==> config.mk <==
export PLATFORM = sky130hd
export DESIGN_NAME = game_2048_top
export DESIGN_NICKNAME = d
export VERILOG_FILES = /design/src/hw/game_pkg.sv /design/src/hw/game_if.sv /design/src/hw/board_engine.sv /design/src/hw/game_2048_top.sv /design/src/hw/move_detect.sv /design/src/hw/pad_receiver.sv /design/src/hw/tile_renderer.sv /design/src/hw/vga_timing.sv
export SDC_FILE = /design/constraint.sdc
export NUM_CORES = 1
export LEC_CHECK = 0
export BUFFER_PORTS_ARGS = -buffer_cell sky130_fd_sc_hd__buf_2
export CAP_MARGIN = 40
export CORE_ASPECT_RATIO = 1.5
export CORE_UTILIZATION = 37
export DETAILED_ROUTE_END_ITERATION = 6
export SYNTH_ARGS = -nofsm -noshare
export SYNTH_HDL_FRONTEND = slang
export SYNTH_HIERARCHICAL = 1
export SYNTH_SLANG_ARGS = --single-unit
export TNS_END_PERCENT = 1
==> constraint.sdc <==
create_clock -name clk -period 73.4 [get_ports clk]
set_input_delay 3.67 -clock clk [delete_from_list [all_inputs] [get_ports clk]]
set_output_delay 3.67 -clock clk [all_outputs]
set_load 0.01 [all_outputs]
==> src/hw/game_pkg.sv <==
package game_pkg;

  localparam int pad_bits = 12;              // one pad, one frame
  localparam int spawn_four_limit = 230;     // lfsr at or above this spawns a 4
  localparam logic [7:0] lfsr_seed = 8'h69;

  typedef logic [3:0] tile_t;                // exponent, 0 means empty
  localparam tile_t max_tile = 4'd11;        // 2048

  // board[x][y], x is the column
  typedef tile_t [3:0][3:0] board_t;

  // frame order, first bit shifted in ends up at the msb
  typedef struct packed {
    logic b;
    logic y;
    logic select;
    logic start;
    logic up;
    logic down;
    logic left;
    logic right;
    logic a;
    logic x;
    logic l;
    logic r;
  } btn_word_t;

  // raw view for latching and the all-ones test, btn view for buttons
  typedef union packed {
    logic [pad_bits-1:0] raw;
    btn_word_t btn;
  } pad_word_u;

  typedef struct packed {
    logic [1:0] red;
    logic [1:0] green;
    logic [1:0] blue;
  } rgb_t;

  localparam rgb_t border_rgb = '{2'b10, 2'b10, 2'b10};  // grey grid

  localparam rgb_t palette [12] = '{
    '{2'b00, 2'b00, 2'b00},  // empty, black
    '{2'b11, 2'b00, 2'b00},  // 2 red
    '{2'b11, 2'b10, 2'b00},  // 4 orange
    '{2'b11, 2'b11, 2'b00},  // 8 yellow
    '{2'b10, 2'b11, 2'b00},  // 16 lime
    '{2'b00, 2'b11, 2'b00},  // 32 green
    '{2'b00, 2'b11, 2'b10},  // 64 teal
    '{2'b00, 2'b11, 2'b11},  // 128 cyan
    '{2'b00, 2'b00, 2'b11},  // 256 blue
    '{2'b11, 2'b00, 2'b11},  // 512 magenta
    '{2'b11, 2'b01, 2'b11},  // 1024 pink
    '{2'b11, 2'b11, 2'b11}   // 2048 white
  };

endpackage

==> src/hw/game_if.sv <==
`timescale 1ns/100ps

// one-cycle move strobes, never stalled
interface move_if;
  logic up;
  logic down;
  logic left;
  logic right;

  modport src (output up, output down, output left, output right);
  modport dst (input up, input down, input left, input right);
endinterface

// raster position plus sync levels, all from the same counters
interface pixel_if #(
  parameter int coord_w = 10
);
  logic [coord_w-1:0] x;
  logic [coord_w-1:0] y;
  logic active;   // inside the visible area
  logic hsync;    // active low
  logic vsync;    // active low

  modport src (output x, output y, output active, output hsync, output vsync);
  modport dst (input x, input y, input active, input hsync, input vsync);
endinterface

==> src/hw/board_engine.sv <==
`timescale 1ns/100ps

module board_engine (
  input  logic clk,
  input  logic rst_n,
  move_if.dst moves,
  output game_pkg::board_t board
);
  import game_pkg::*;

  typedef tile_t [3:0] line_t;  // index 0 is the head

  // compact toward the head, then merge pairs once, head first
  function automatic line_t slide_merge(input line_t line_in);
    tile_t [4:0] packed_l;  // spare zero past the tail
    line_t line_out;
    logic [2:0] n;
    logic [2:0] k;
    logic skip;
    packed_l = '0;
    line_out = '0;
    n = '0;
    k = '0;
    skip = 1'b0;
    for (int i = 0; i < 4; i++) begin
      if (line_in[i] != '0) begin
        packed_l[n] = line_in[i];
        n = n + 3'd1;
      end
    end
    for (int i = 0; i < 4; i++) begin
      if (skip) begin
        skip = 1'b0;  // partner already merged
      end else if (packed_l[i] != '0) begin
        if (packed_l[i] == packed_l[i+1] && packed_l[i] < max_tile) begin
          line_out[k[1:0]] = packed_l[i] + 4'd1;
          skip = 1'b1;
        end else begin
          line_out[k[1:0]] = packed_l[i];
        end
        k = k + 3'd1;
      end
    end
    return line_out;
  endfunction

  // dir 0 up (y=0), 1 down (y=3), 2 left (x=0), 3 right (x=3)
  function automatic board_t apply_move(input board_t b_in, input logic [1:0] dir);
    board_t b_out;
    line_t line;
    b_out = b_in;
    for (int j = 0; j < 4; j++) begin
      for (int i = 0; i < 4; i++) begin
        case (dir)
          2'd0:    line[i] = b_in[j][i];
          2'd1:    line[i] = b_in[j][3-i];
          2'd2:    line[i] = b_in[i][j];
          default: line[i] = b_in[3-i][j];
        endcase
      end
      line = slide_merge(line);
      for (int i = 0; i < 4; i++) begin
        case (dir)
          2'd0:    b_out[j][i] = line[i];
          2'd1:    b_out[j][3-i] = line[i];
          2'd2:    b_out[i][j] = line[i];
          default: b_out[3-i][j] = line[i];
        endcase
      end
    end
    return b_out;
  endfunction

  logic [1:0] dir;
  logic any_move;
  board_t moved;
  logic changed;          // last move altered the board
  logic [7:0] lfsr;
  logic [4:0] empty_cnt;
  logic [3:0] spawn_pos;  // x*4 + y
  logic spawn_en;
  tile_t spawn_val;

  // priority up, down, left, right
  always_comb begin
    any_move = moves.up | moves.down | moves.left | moves.right;
    if (moves.up) begin
      dir = 2'd0;
    end else if (moves.down) begin
      dir = 2'd1;
    end else if (moves.left) begin
      dir = 2'd2;
    end else begin
      dir = 2'd3;
    end
  end

  assign moved = apply_move(board, dir);

  // count empties, then take the (lfsr mod count)-th one, x major
  always_comb begin : spawn_pick
    logic [4:0] target;
    logic [4:0] seen;
    empty_cnt = '0;
    for (int c = 0; c < 16; c++) begin
      if (board[c/4][c%4] == '0) begin
        empty_cnt = empty_cnt + 5'd1;
      end
    end
    target = '0;
    if (empty_cnt != '0) begin
      target = 5'(lfsr % {3'b000, empty_cnt});
    end
    seen = '0;
    spawn_pos = '0;
    for (int c = 0; c < 16; c++) begin
      if (board[c/4][c%4] == '0) begin
        if (seen == target) begin
          spawn_pos = 4'(c);
        end
        seen = seen + 5'd1;
      end
    end
  end

  assign spawn_en  = changed && (empty_cnt != '0);
  assign spawn_val = (lfsr < spawn_four_limit) ? 4'd1 : 4'd2;  // mostly 2s

  always_ff @(posedge clk or negedge rst_n) begin
    if (!rst_n) begin
      board       <= '0;
      board[1][1] <= 4'd1;  // two starting tiles
      board[2][2] <= 4'd1;
      changed     <= 1'b0;
      lfsr        <= lfsr_seed;
    end else begin
      lfsr    <= {lfsr[6:0], lfsr[7] ^ lfsr[5] ^ lfsr[4] ^ lfsr[3]};  // free running
      changed <= 1'b0;
      if (spawn_en) begin
        board[spawn_pos[3:2]][spawn_pos[1:0]] <= spawn_val;  // edge t+2
      end else if (any_move) begin
        board   <= moved;            // edge t+1
        changed <= (moved != board);
      end
    end
  end

endmodule

==> src/hw/game_2048_top.sv <==
`timescale 1ns/100ps

module game_2048_top #(
  parameter int h_active = 640,
  parameter int h_front  = 16,
  parameter int h_sync   = 96,
  parameter int h_back   = 48,
  parameter int v_active = 480,
  parameter int v_front  = 10,
  parameter int v_sync   = 2,
  parameter int v_back   = 33,
  parameter int cell_w   = 160,
  parameter int cell_h   = 120,
  parameter int border_w = 4
) (
  input  logic clk,
  input  logic rst_n,
  input  logic pmod_data,
  input  logic pmod_clk,
  input  logic pmod_latch,
  output logic hsync,
  output logic vsync,
  output logic [1:0] red,
  output logic [1:0] green,
  output logic [1:0] blue
);
  import game_pkg::*;

  localparam int h_total = h_active + h_front + h_sync + h_back;
  localparam int v_total = v_active + v_front + v_sync + v_back;
  // wide enough for the longer of the two counters
  localparam int coord_w = $clog2((h_total > v_total) ? h_total : v_total);

  pad_word_u pad_word;  // latched frame
  logic present;
  board_t board;

  move_if moves_i ();
  pixel_if #(.coord_w(coord_w)) pix_i ();

  pad_receiver pad_i (
    .clk        (clk),
    .rst_n      (rst_n),
    .pmod_data  (pmod_data),
    .pmod_clk   (pmod_clk),
    .pmod_latch (pmod_latch),
    .pad_word   (pad_word),
    .present    (present)
  );

  move_detect move_i (
    .clk      (clk),
    .rst_n    (rst_n),
    .pad_word (pad_word),
    .present  (present),
    .moves    (moves_i.src)
  );

  board_engine board_i (
    .clk   (clk),
    .rst_n (rst_n),
    .moves (moves_i.dst),
    .board (board)
  );

  vga_timing #(
    .h_active (h_active),
    .h_front  (h_front),
    .h_sync   (h_sync),
    .h_back   (h_back),
    .v_active (v_active),
    .v_front  (v_front),
    .v_sync   (v_sync),
    .v_back   (v_back),
    .coord_w  (coord_w)
  ) timing_i (
    .clk   (clk),
    .rst_n (rst_n),
    .pix   (pix_i.src)
  );

  tile_renderer #(
    .h_active (h_active),
    .v_active (v_active),
    .cell_w   (cell_w),
    .cell_h   (cell_h),
    .border_w (border_w),
    .coord_w  (coord_w)
  ) render_i (
    .clk   (clk),
    .rst_n (rst_n),
    .pix   (pix_i.dst),
    .board (board),
    .hsync (hsync),
    .vsync (vsync),
    .red   (red),
    .green (green),
    .blue  (blue)
  );

endmodule

==> src/hw/move_detect.sv <==
`timescale 1ns/100ps

module move_detect (
  input  logic clk,
  input  logic rst_n,
  input  game_pkg::pad_word_u pad_word,
  input  logic present,
  move_if.src moves
);

  logic [3:0] dir_now;   // up, down, left, right
  logic [3:0] dir_prev;
  logic [3:0] dir_new;

  assign dir_now = {pad_word.btn.up, pad_word.btn.down, pad_word.btn.left, pad_word.btn.right};

  // prev follows the raw bits, so leaving the all-ones state is no press
  assign dir_new = dir_now & ~dir_prev & {4{present}};

  always_ff @(posedge clk or negedge rst_n) begin
    if (!rst_n) begin
      dir_prev <= 4'hf;  // matches the reset word
      {moves.up, moves.down, moves.left, moves.right} <= 4'h0;
    end else begin
      dir_prev <= dir_now;
      {moves.up, moves.down, moves.left, moves.right} <= dir_new;  // one cycle each
    end
  end

endmodule

==> src/hw/pad_receiver.sv <==
`timescale 1ns/100ps

module pad_receiver (
  input  logic clk,
  input  logic rst_n,
  input  logic pmod_data,
  input  logic pmod_clk,
  input  logic pmod_latch,
  output game_pkg::pad_word_u pad_word,
  output logic present
);
  import game_pkg::*;

  logic [1:0] data_sync;   // two-flop synchronisers
  logic [1:0] clk_sync;
  logic [1:0] latch_sync;
  logic clk_prev;          // for edge detect
  logic latch_prev;
  logic clk_rise;
  logic latch_rise;
  logic [pad_bits-1:0] shift_reg;

  // idle pad lines sit high
  always_ff @(posedge clk or negedge rst_n) begin
    if (!rst_n) begin
      data_sync  <= 2'b11;
      clk_sync   <= 2'b11;
      latch_sync <= 2'b11;
      clk_prev   <= 1'b1;
      latch_prev <= 1'b1;
    end else begin
      data_sync  <= {data_sync[0], pmod_data};
      clk_sync   <= {clk_sync[0], pmod_clk};
      latch_sync <= {latch_sync[0], pmod_latch};
      clk_prev   <= clk_sync[1];
      latch_prev <= latch_sync[1];
    end
  end

  assign clk_rise   = clk_sync[1] & ~clk_prev;
  assign latch_rise = latch_sync[1] & ~latch_prev;

  // all ones after reset reads as no pad
  always_ff @(posedge clk or negedge rst_n) begin
    if (!rst_n) begin
      shift_reg    <= '1;
      pad_word.raw <= '1;
    end else begin
      if (clk_rise) begin
        shift_reg <= {shift_reg[pad_bits-2:0], data_sync[1]};  // msb first
      end
      if (latch_rise) begin
        pad_word.raw <= shift_reg;  // 3 cycles after latch pin rises
      end
    end
  end

  // a missing pad shifts in nothing but ones
  assign present = (pad_word.raw != '1);

endmodule

==> src/hw/tile_renderer.sv <==
`timescale 1ns/100ps

module tile_renderer #(
  parameter int h_active = 640,
  parameter int v_active = 480,
  parameter int cell_w   = 160,
  parameter int cell_h   = 120,
  parameter int border_w = 4,
  parameter int coord_w  = 10
) (
  input  logic clk,
  input  logic rst_n,
  pixel_if.dst pix,
  input  game_pkg::board_t board,
  output logic hsync,
  output logic vsync,
  output logic [1:0] red,
  output logic [1:0] green,
  output logic [1:0] blue
);
  import game_pkg::*;

  logic [1:0] cell_x;           // column under the beam
  logic [1:0] cell_y;
  logic [coord_w-1:0] off_x;    // offset inside the cell
  logic [coord_w-1:0] off_y;
  logic border;
  tile_t tile;
  rgb_t colour;

  assign cell_x = 2'(pix.x / cell_w);
  assign cell_y = 2'(pix.y / cell_h);
  assign off_x  = coord_w'(pix.x % cell_w);
  assign off_y  = coord_w'(pix.y % cell_h);
  assign tile   = board[cell_x][cell_y];

  // leading edge of every cell plus the closing right and bottom lines
  assign border = (off_x < coord_w'(border_w)) || (off_y < coord_w'(border_w)) ||
                  (pix.x >= coord_w'(h_active - border_w)) ||
                  (pix.y >= coord_w'(v_active - border_w));

  always_comb begin
    if (!pix.active) begin
      colour = '0;            // blanking
    end else if (border) begin
      colour = border_rgb;
    end else if (tile > max_tile) begin
      colour = '0;
    end else begin
      colour = palette[tile];
    end
  end

  // colour and sync leave together, one cycle behind the counters
  always_ff @(posedge clk or negedge rst_n) begin
    if (!rst_n) begin
      red   <= 2'b00;
      green <= 2'b00;
      blue  <= 2'b00;
      hsync <= 1'b1;  // idle, not in sync
      vsync <= 1'b1;
    end else begin
      red   <= colour.red;
      green <= colour.green;
      blue  <= colour.blue;
      hsync <= pix.hsync;
      vsync <= pix.vsync;
    end
  end

endmodule

==> src/hw/vga_timing.sv <==
`timescale 1ns/100ps

module vga_timing #(
  parameter int h_active = 640,
  parameter int h_front  = 16,
  parameter int h_sync   = 96,
  parameter int h_back   = 48,
  parameter int v_active = 480,
  parameter int v_front  = 10,
  parameter int v_sync   = 2,
  parameter int v_back   = 33,
  parameter int coord_w  = 10
) (
  input  logic clk,
  input  logic rst_n,
  pixel_if.src pix
);

  localparam int h_total = h_active + h_front + h_sync + h_back;
  localparam int v_total = v_active + v_front + v_sync + v_back;

  logic [coord_w-1:0] h_cnt;  // pixel in line
  logic [coord_w-1:0] v_cnt;  // line in frame

  // starts on the first visible pixel
  always_ff @(posedge clk or negedge rst_n) begin
    if (!rst_n) begin
      h_cnt <= '0;
      v_cnt <= '0;
    end else if (h_cnt == coord_w'(h_total - 1)) begin
      h_cnt <= '0;
      if (v_cnt == coord_w'(v_total - 1)) begin
        v_cnt <= '0;  // frame wrap
      end else begin
        v_cnt <= v_cnt + 1'b1;
      end
    end else begin
      h_cnt <= h_cnt + 1'b1;
    end
  end

  assign pix.x = h_cnt;
  assign pix.y = v_cnt;
  assign pix.active = (h_cnt < coord_w'(h_active)) && (v_cnt < coord_w'(v_active));

  // sync windows follow the front porch, low while inside
  assign pix.hsync = !((h_cnt >= coord_w'(h_active + h_front)) &&
                       (h_cnt < coord_w'(h_active + h_front + h_sync)));
  assign pix.vsync = !((v_cnt >= coord_w'(v_active + v_front)) &&
                       (v_cnt < coord_w'(v_active + v_front + v_sync)));

endmodule

==> flow_metrics.py <==
metrics = {
    "timing": {
        "rsz0062_at_grt": "false",
        "tightestPinTransition_ns": 1.016,
        "min_period_ns": 27.12,
        "max_clock_freq_ghz": 0.03688,
        "skew_ns": 0.01904,
        "hold_viol": 0,
        "fin_crit_sh_pct": 36.94,
        "setup_tns_ns": 0,
        "drv_slew": 0,
        "layout_setup_ws_ns": 46.28,
        "finalSetupViolCount": 0,
        "slew-limit-headroom_pct": 32.24,
    },
    "clock_tree": {
        "clockBufferDepth": 2,
        "clock_latency_ns": 0.48,
        "cts_resized": 0,
        "cts_tree": "done",
        "holdBufCountCts": 0,
        "cts_sinks": 141,
        "htreeDepth": 4,
        "clkTransAtPathRegs_ns": 0.08,
        "cts_root_buf": "clkbuf_16",
        "cts_buffers": 17,
        "cts_setup_buffers": 0,
    },
    "worst_setup_path": {
        "critPathRequiredTime_ns": 73.77,
        "path_class": "flip-flop to flip-flop",
        "cpPeakStageDelay_ns": 0.73,
        "start_kind": "flip-flop",
        "crit_path_end_kind": "flip-flop",
        "cp_common_cell": "ha_1",
        "cp.arrival_ns": 27.48,
        "path_max_fanout": 15,
        "slowest_stage": "a311oi_4",
        "r2r_setup_slack_ns": 46.28,
    },
    "logic_synthesis": {
        "synth-simple-area-share_pct": 24.65,
        "synth_top_family_by_area": "compound AO/OA/AOI/OAI gates",
        "ys_async_sr_fraction_pct": 100.0,
        "synthTopCellsByCount": "nand2_1 (357), nor2_1 (261), o21ai_0 (199)",
        "yosysUniqueCellTypes": 132,
        "synth.top_cell.area_share_pct": 10.36,
        "synth-edff-count": 0,
        "syn_area_um2": 23420,
        "ys_seq_area_share_pct": 15.30,
        "synth.most_common_cell": "nand2_1",
        "yosys_warnings": 6,
        "synth-compound-area-share_pct": 27.58,
        "synthesis.nets": 3254,
        "synthFlopType": "dfrtp_1",
        "synth_top_area_cell": "dfrtp_1",
        "synth-xor-area-share_pct": 11.05,
        "synthMuxAreaShare_pct": 8.490,
        "ys_top_cells_by_area": "dfrtp_1 (10%), ha_1 (6.4%), xnor2_1 (6.2%)",
        "synth_fa_ha_area_share_pct": 6.839,
        "syn_inst": 3124,
        "synth_area_per_cell_um2": 7.496,
        "ys_ff_latch": 141,
    },
    "cells_and_area": {
        "nNetsFinal": 3144,
        "drive_above_1_share_pct": 10.70,
        "area_growth_pct": 5.348,
        "largest_reg_flops": 64,
    },
    "die": {
        "core_um2": 62360,
        "die_y_um": 310.1,
        "rows": 112,
        "start_util_pct": 37.55,
        "die-area_um2": 64320,
        "die_x_um": 207.4,
        "io-pin-count": 13,
    },
    "detailed_routing": {
        "drt-wirelength-per-cell_um": 22.27,
        "finalWirelength_um": 85220,
        "vias": 23732,
        "drt-vias-per-instance": 6.203,
        "dr.pass1.iters": 7,
        "drtAntennaViolNets": 0,
        "remaining_drc_errors": 0,
        "drtIter0Drc": 1974,
    },
    "place": {
        "io_buffer_count": 12,
        "gp_congestion": 0.9860,
        "dp_hpwl_um": 65240,
        "place_ws_ns": 46.60,
    },
    "global_routing": {
        "grt_overflow": 0,
        "grt_pass1_wl_um": 132000,
        "antenna_found_initial": 3,
        "grt.total_usage_pct": 26.11,
        "grt_max_degree": 90,
        "grt_pass1_vias": 22898,
    },
    "run": {
        "maxCapViolations": 0,
    },
    "worst_hold_path": {
        "hold_class": "flip-flop to flip-flop",
    },
    "outcome": {
        "status": "complete, no violations",
    },
}
## worst max-delay path: cells and delay by family (launching register included)
kind / cells / cell delay, ns
compound gates: 46 / 10.82
fa+ha+maj: 21 / 6.69
simple gates: 33 / 5.70
mux: 4 / 1.44
buf+inv: 9 / 1.31
xor+xnor: 3 / 0.53
flops: 1 / 0.45
## path summary, 6_finish.rpt
check	startpoint	cells past startpoint	end
max in group asynchronous	rst_n	3	board_i/board[48]
setup reg to reg	board_i/board[0]	116	board_i/board[28]
setup / recovery	board_i/board[0]	116	board_i/board[28]
min in group asynchronous	rst_n	2	render_i/blue[1]
hold / removal	pad_i/data_sync[0]	0	pad_i/data_sync[1]
hold reg to reg	pad_i/data_sync[0]	0	pad_i/data_sync[1]
## logic make-up after synthesis
logic type | Yosys count
compound gates | 932
flops | 141
mux | 181
buf+inv | 339
simple gates | 1146
fa+ha+maj | 125
xor+xnor | 260
## layout by cell type, fill, tap and decap left out, types with 21 or more instances in the layout
cell,n
a211oi_1,43
a21o_1,22
a21oi_1,183
a221oi_1,29
a22oi_1,36
a31oi_1,29
and2_1,42
and3_1,31
buf_4,42
dfrtp_1,94
dfstp_2,44
ha_1,120
inv_1,143
mux2_2,49
mux2_4,21
mux2i_1,105
nand2_1,357
nand2b_1,39
nand3_1,84
nand4_1,54
nor2_1,260
nor3_1,83
nor4_1,35
o211ai_1,36
o21a_1,29
o21ai_0,199
o21ai_1,26
o22ai_1,25
o31ai_1,35
xnor2_1,165
xor2_1,73
## per-stage QoR
stage               area, um2  hold WS, ns  util (%)  std cells
finish                  24670       0.3563     39.56       3826
global route            24670       0.3583     39.56       3826
CTS                     24660       0.3572     39.55       3825
detailed placement      24060       0.3479     38.59       3793
global placement        23960       0.3454     38.42       3782
floorplan               23420       0.3452         -       3124
## metal layers
metal,routed length (um),up-vias,GRT usage [%],share of wire [%]
li1,-,11298,-,-
met2,41830,917,46.33,49
met1,31760,11211,27.89,37
met5,13,-,0,0.015
met4,6784,2,20.15,8.0
met3,4823,304,4.138,5.7
## final cells by class
type / instances / area (um2)
Antenna cell: 1 / 2.502
Clock buffer: 20 / 479.2
Clock inverter: 12 / 121.4
Fill cell: 6474 / 37690
Inverter: 148 / 558.0
Multi-Input combinational cell: 2644 / 18460
Sequential cell: 141 / 3592
Tap cell: 798 / 998.5
Timing Repair Buffer: 62 / 460.4
Power is not shown: default switching activity piles up to over one toggle a cycle in this logic, so the estimate is an artifact.
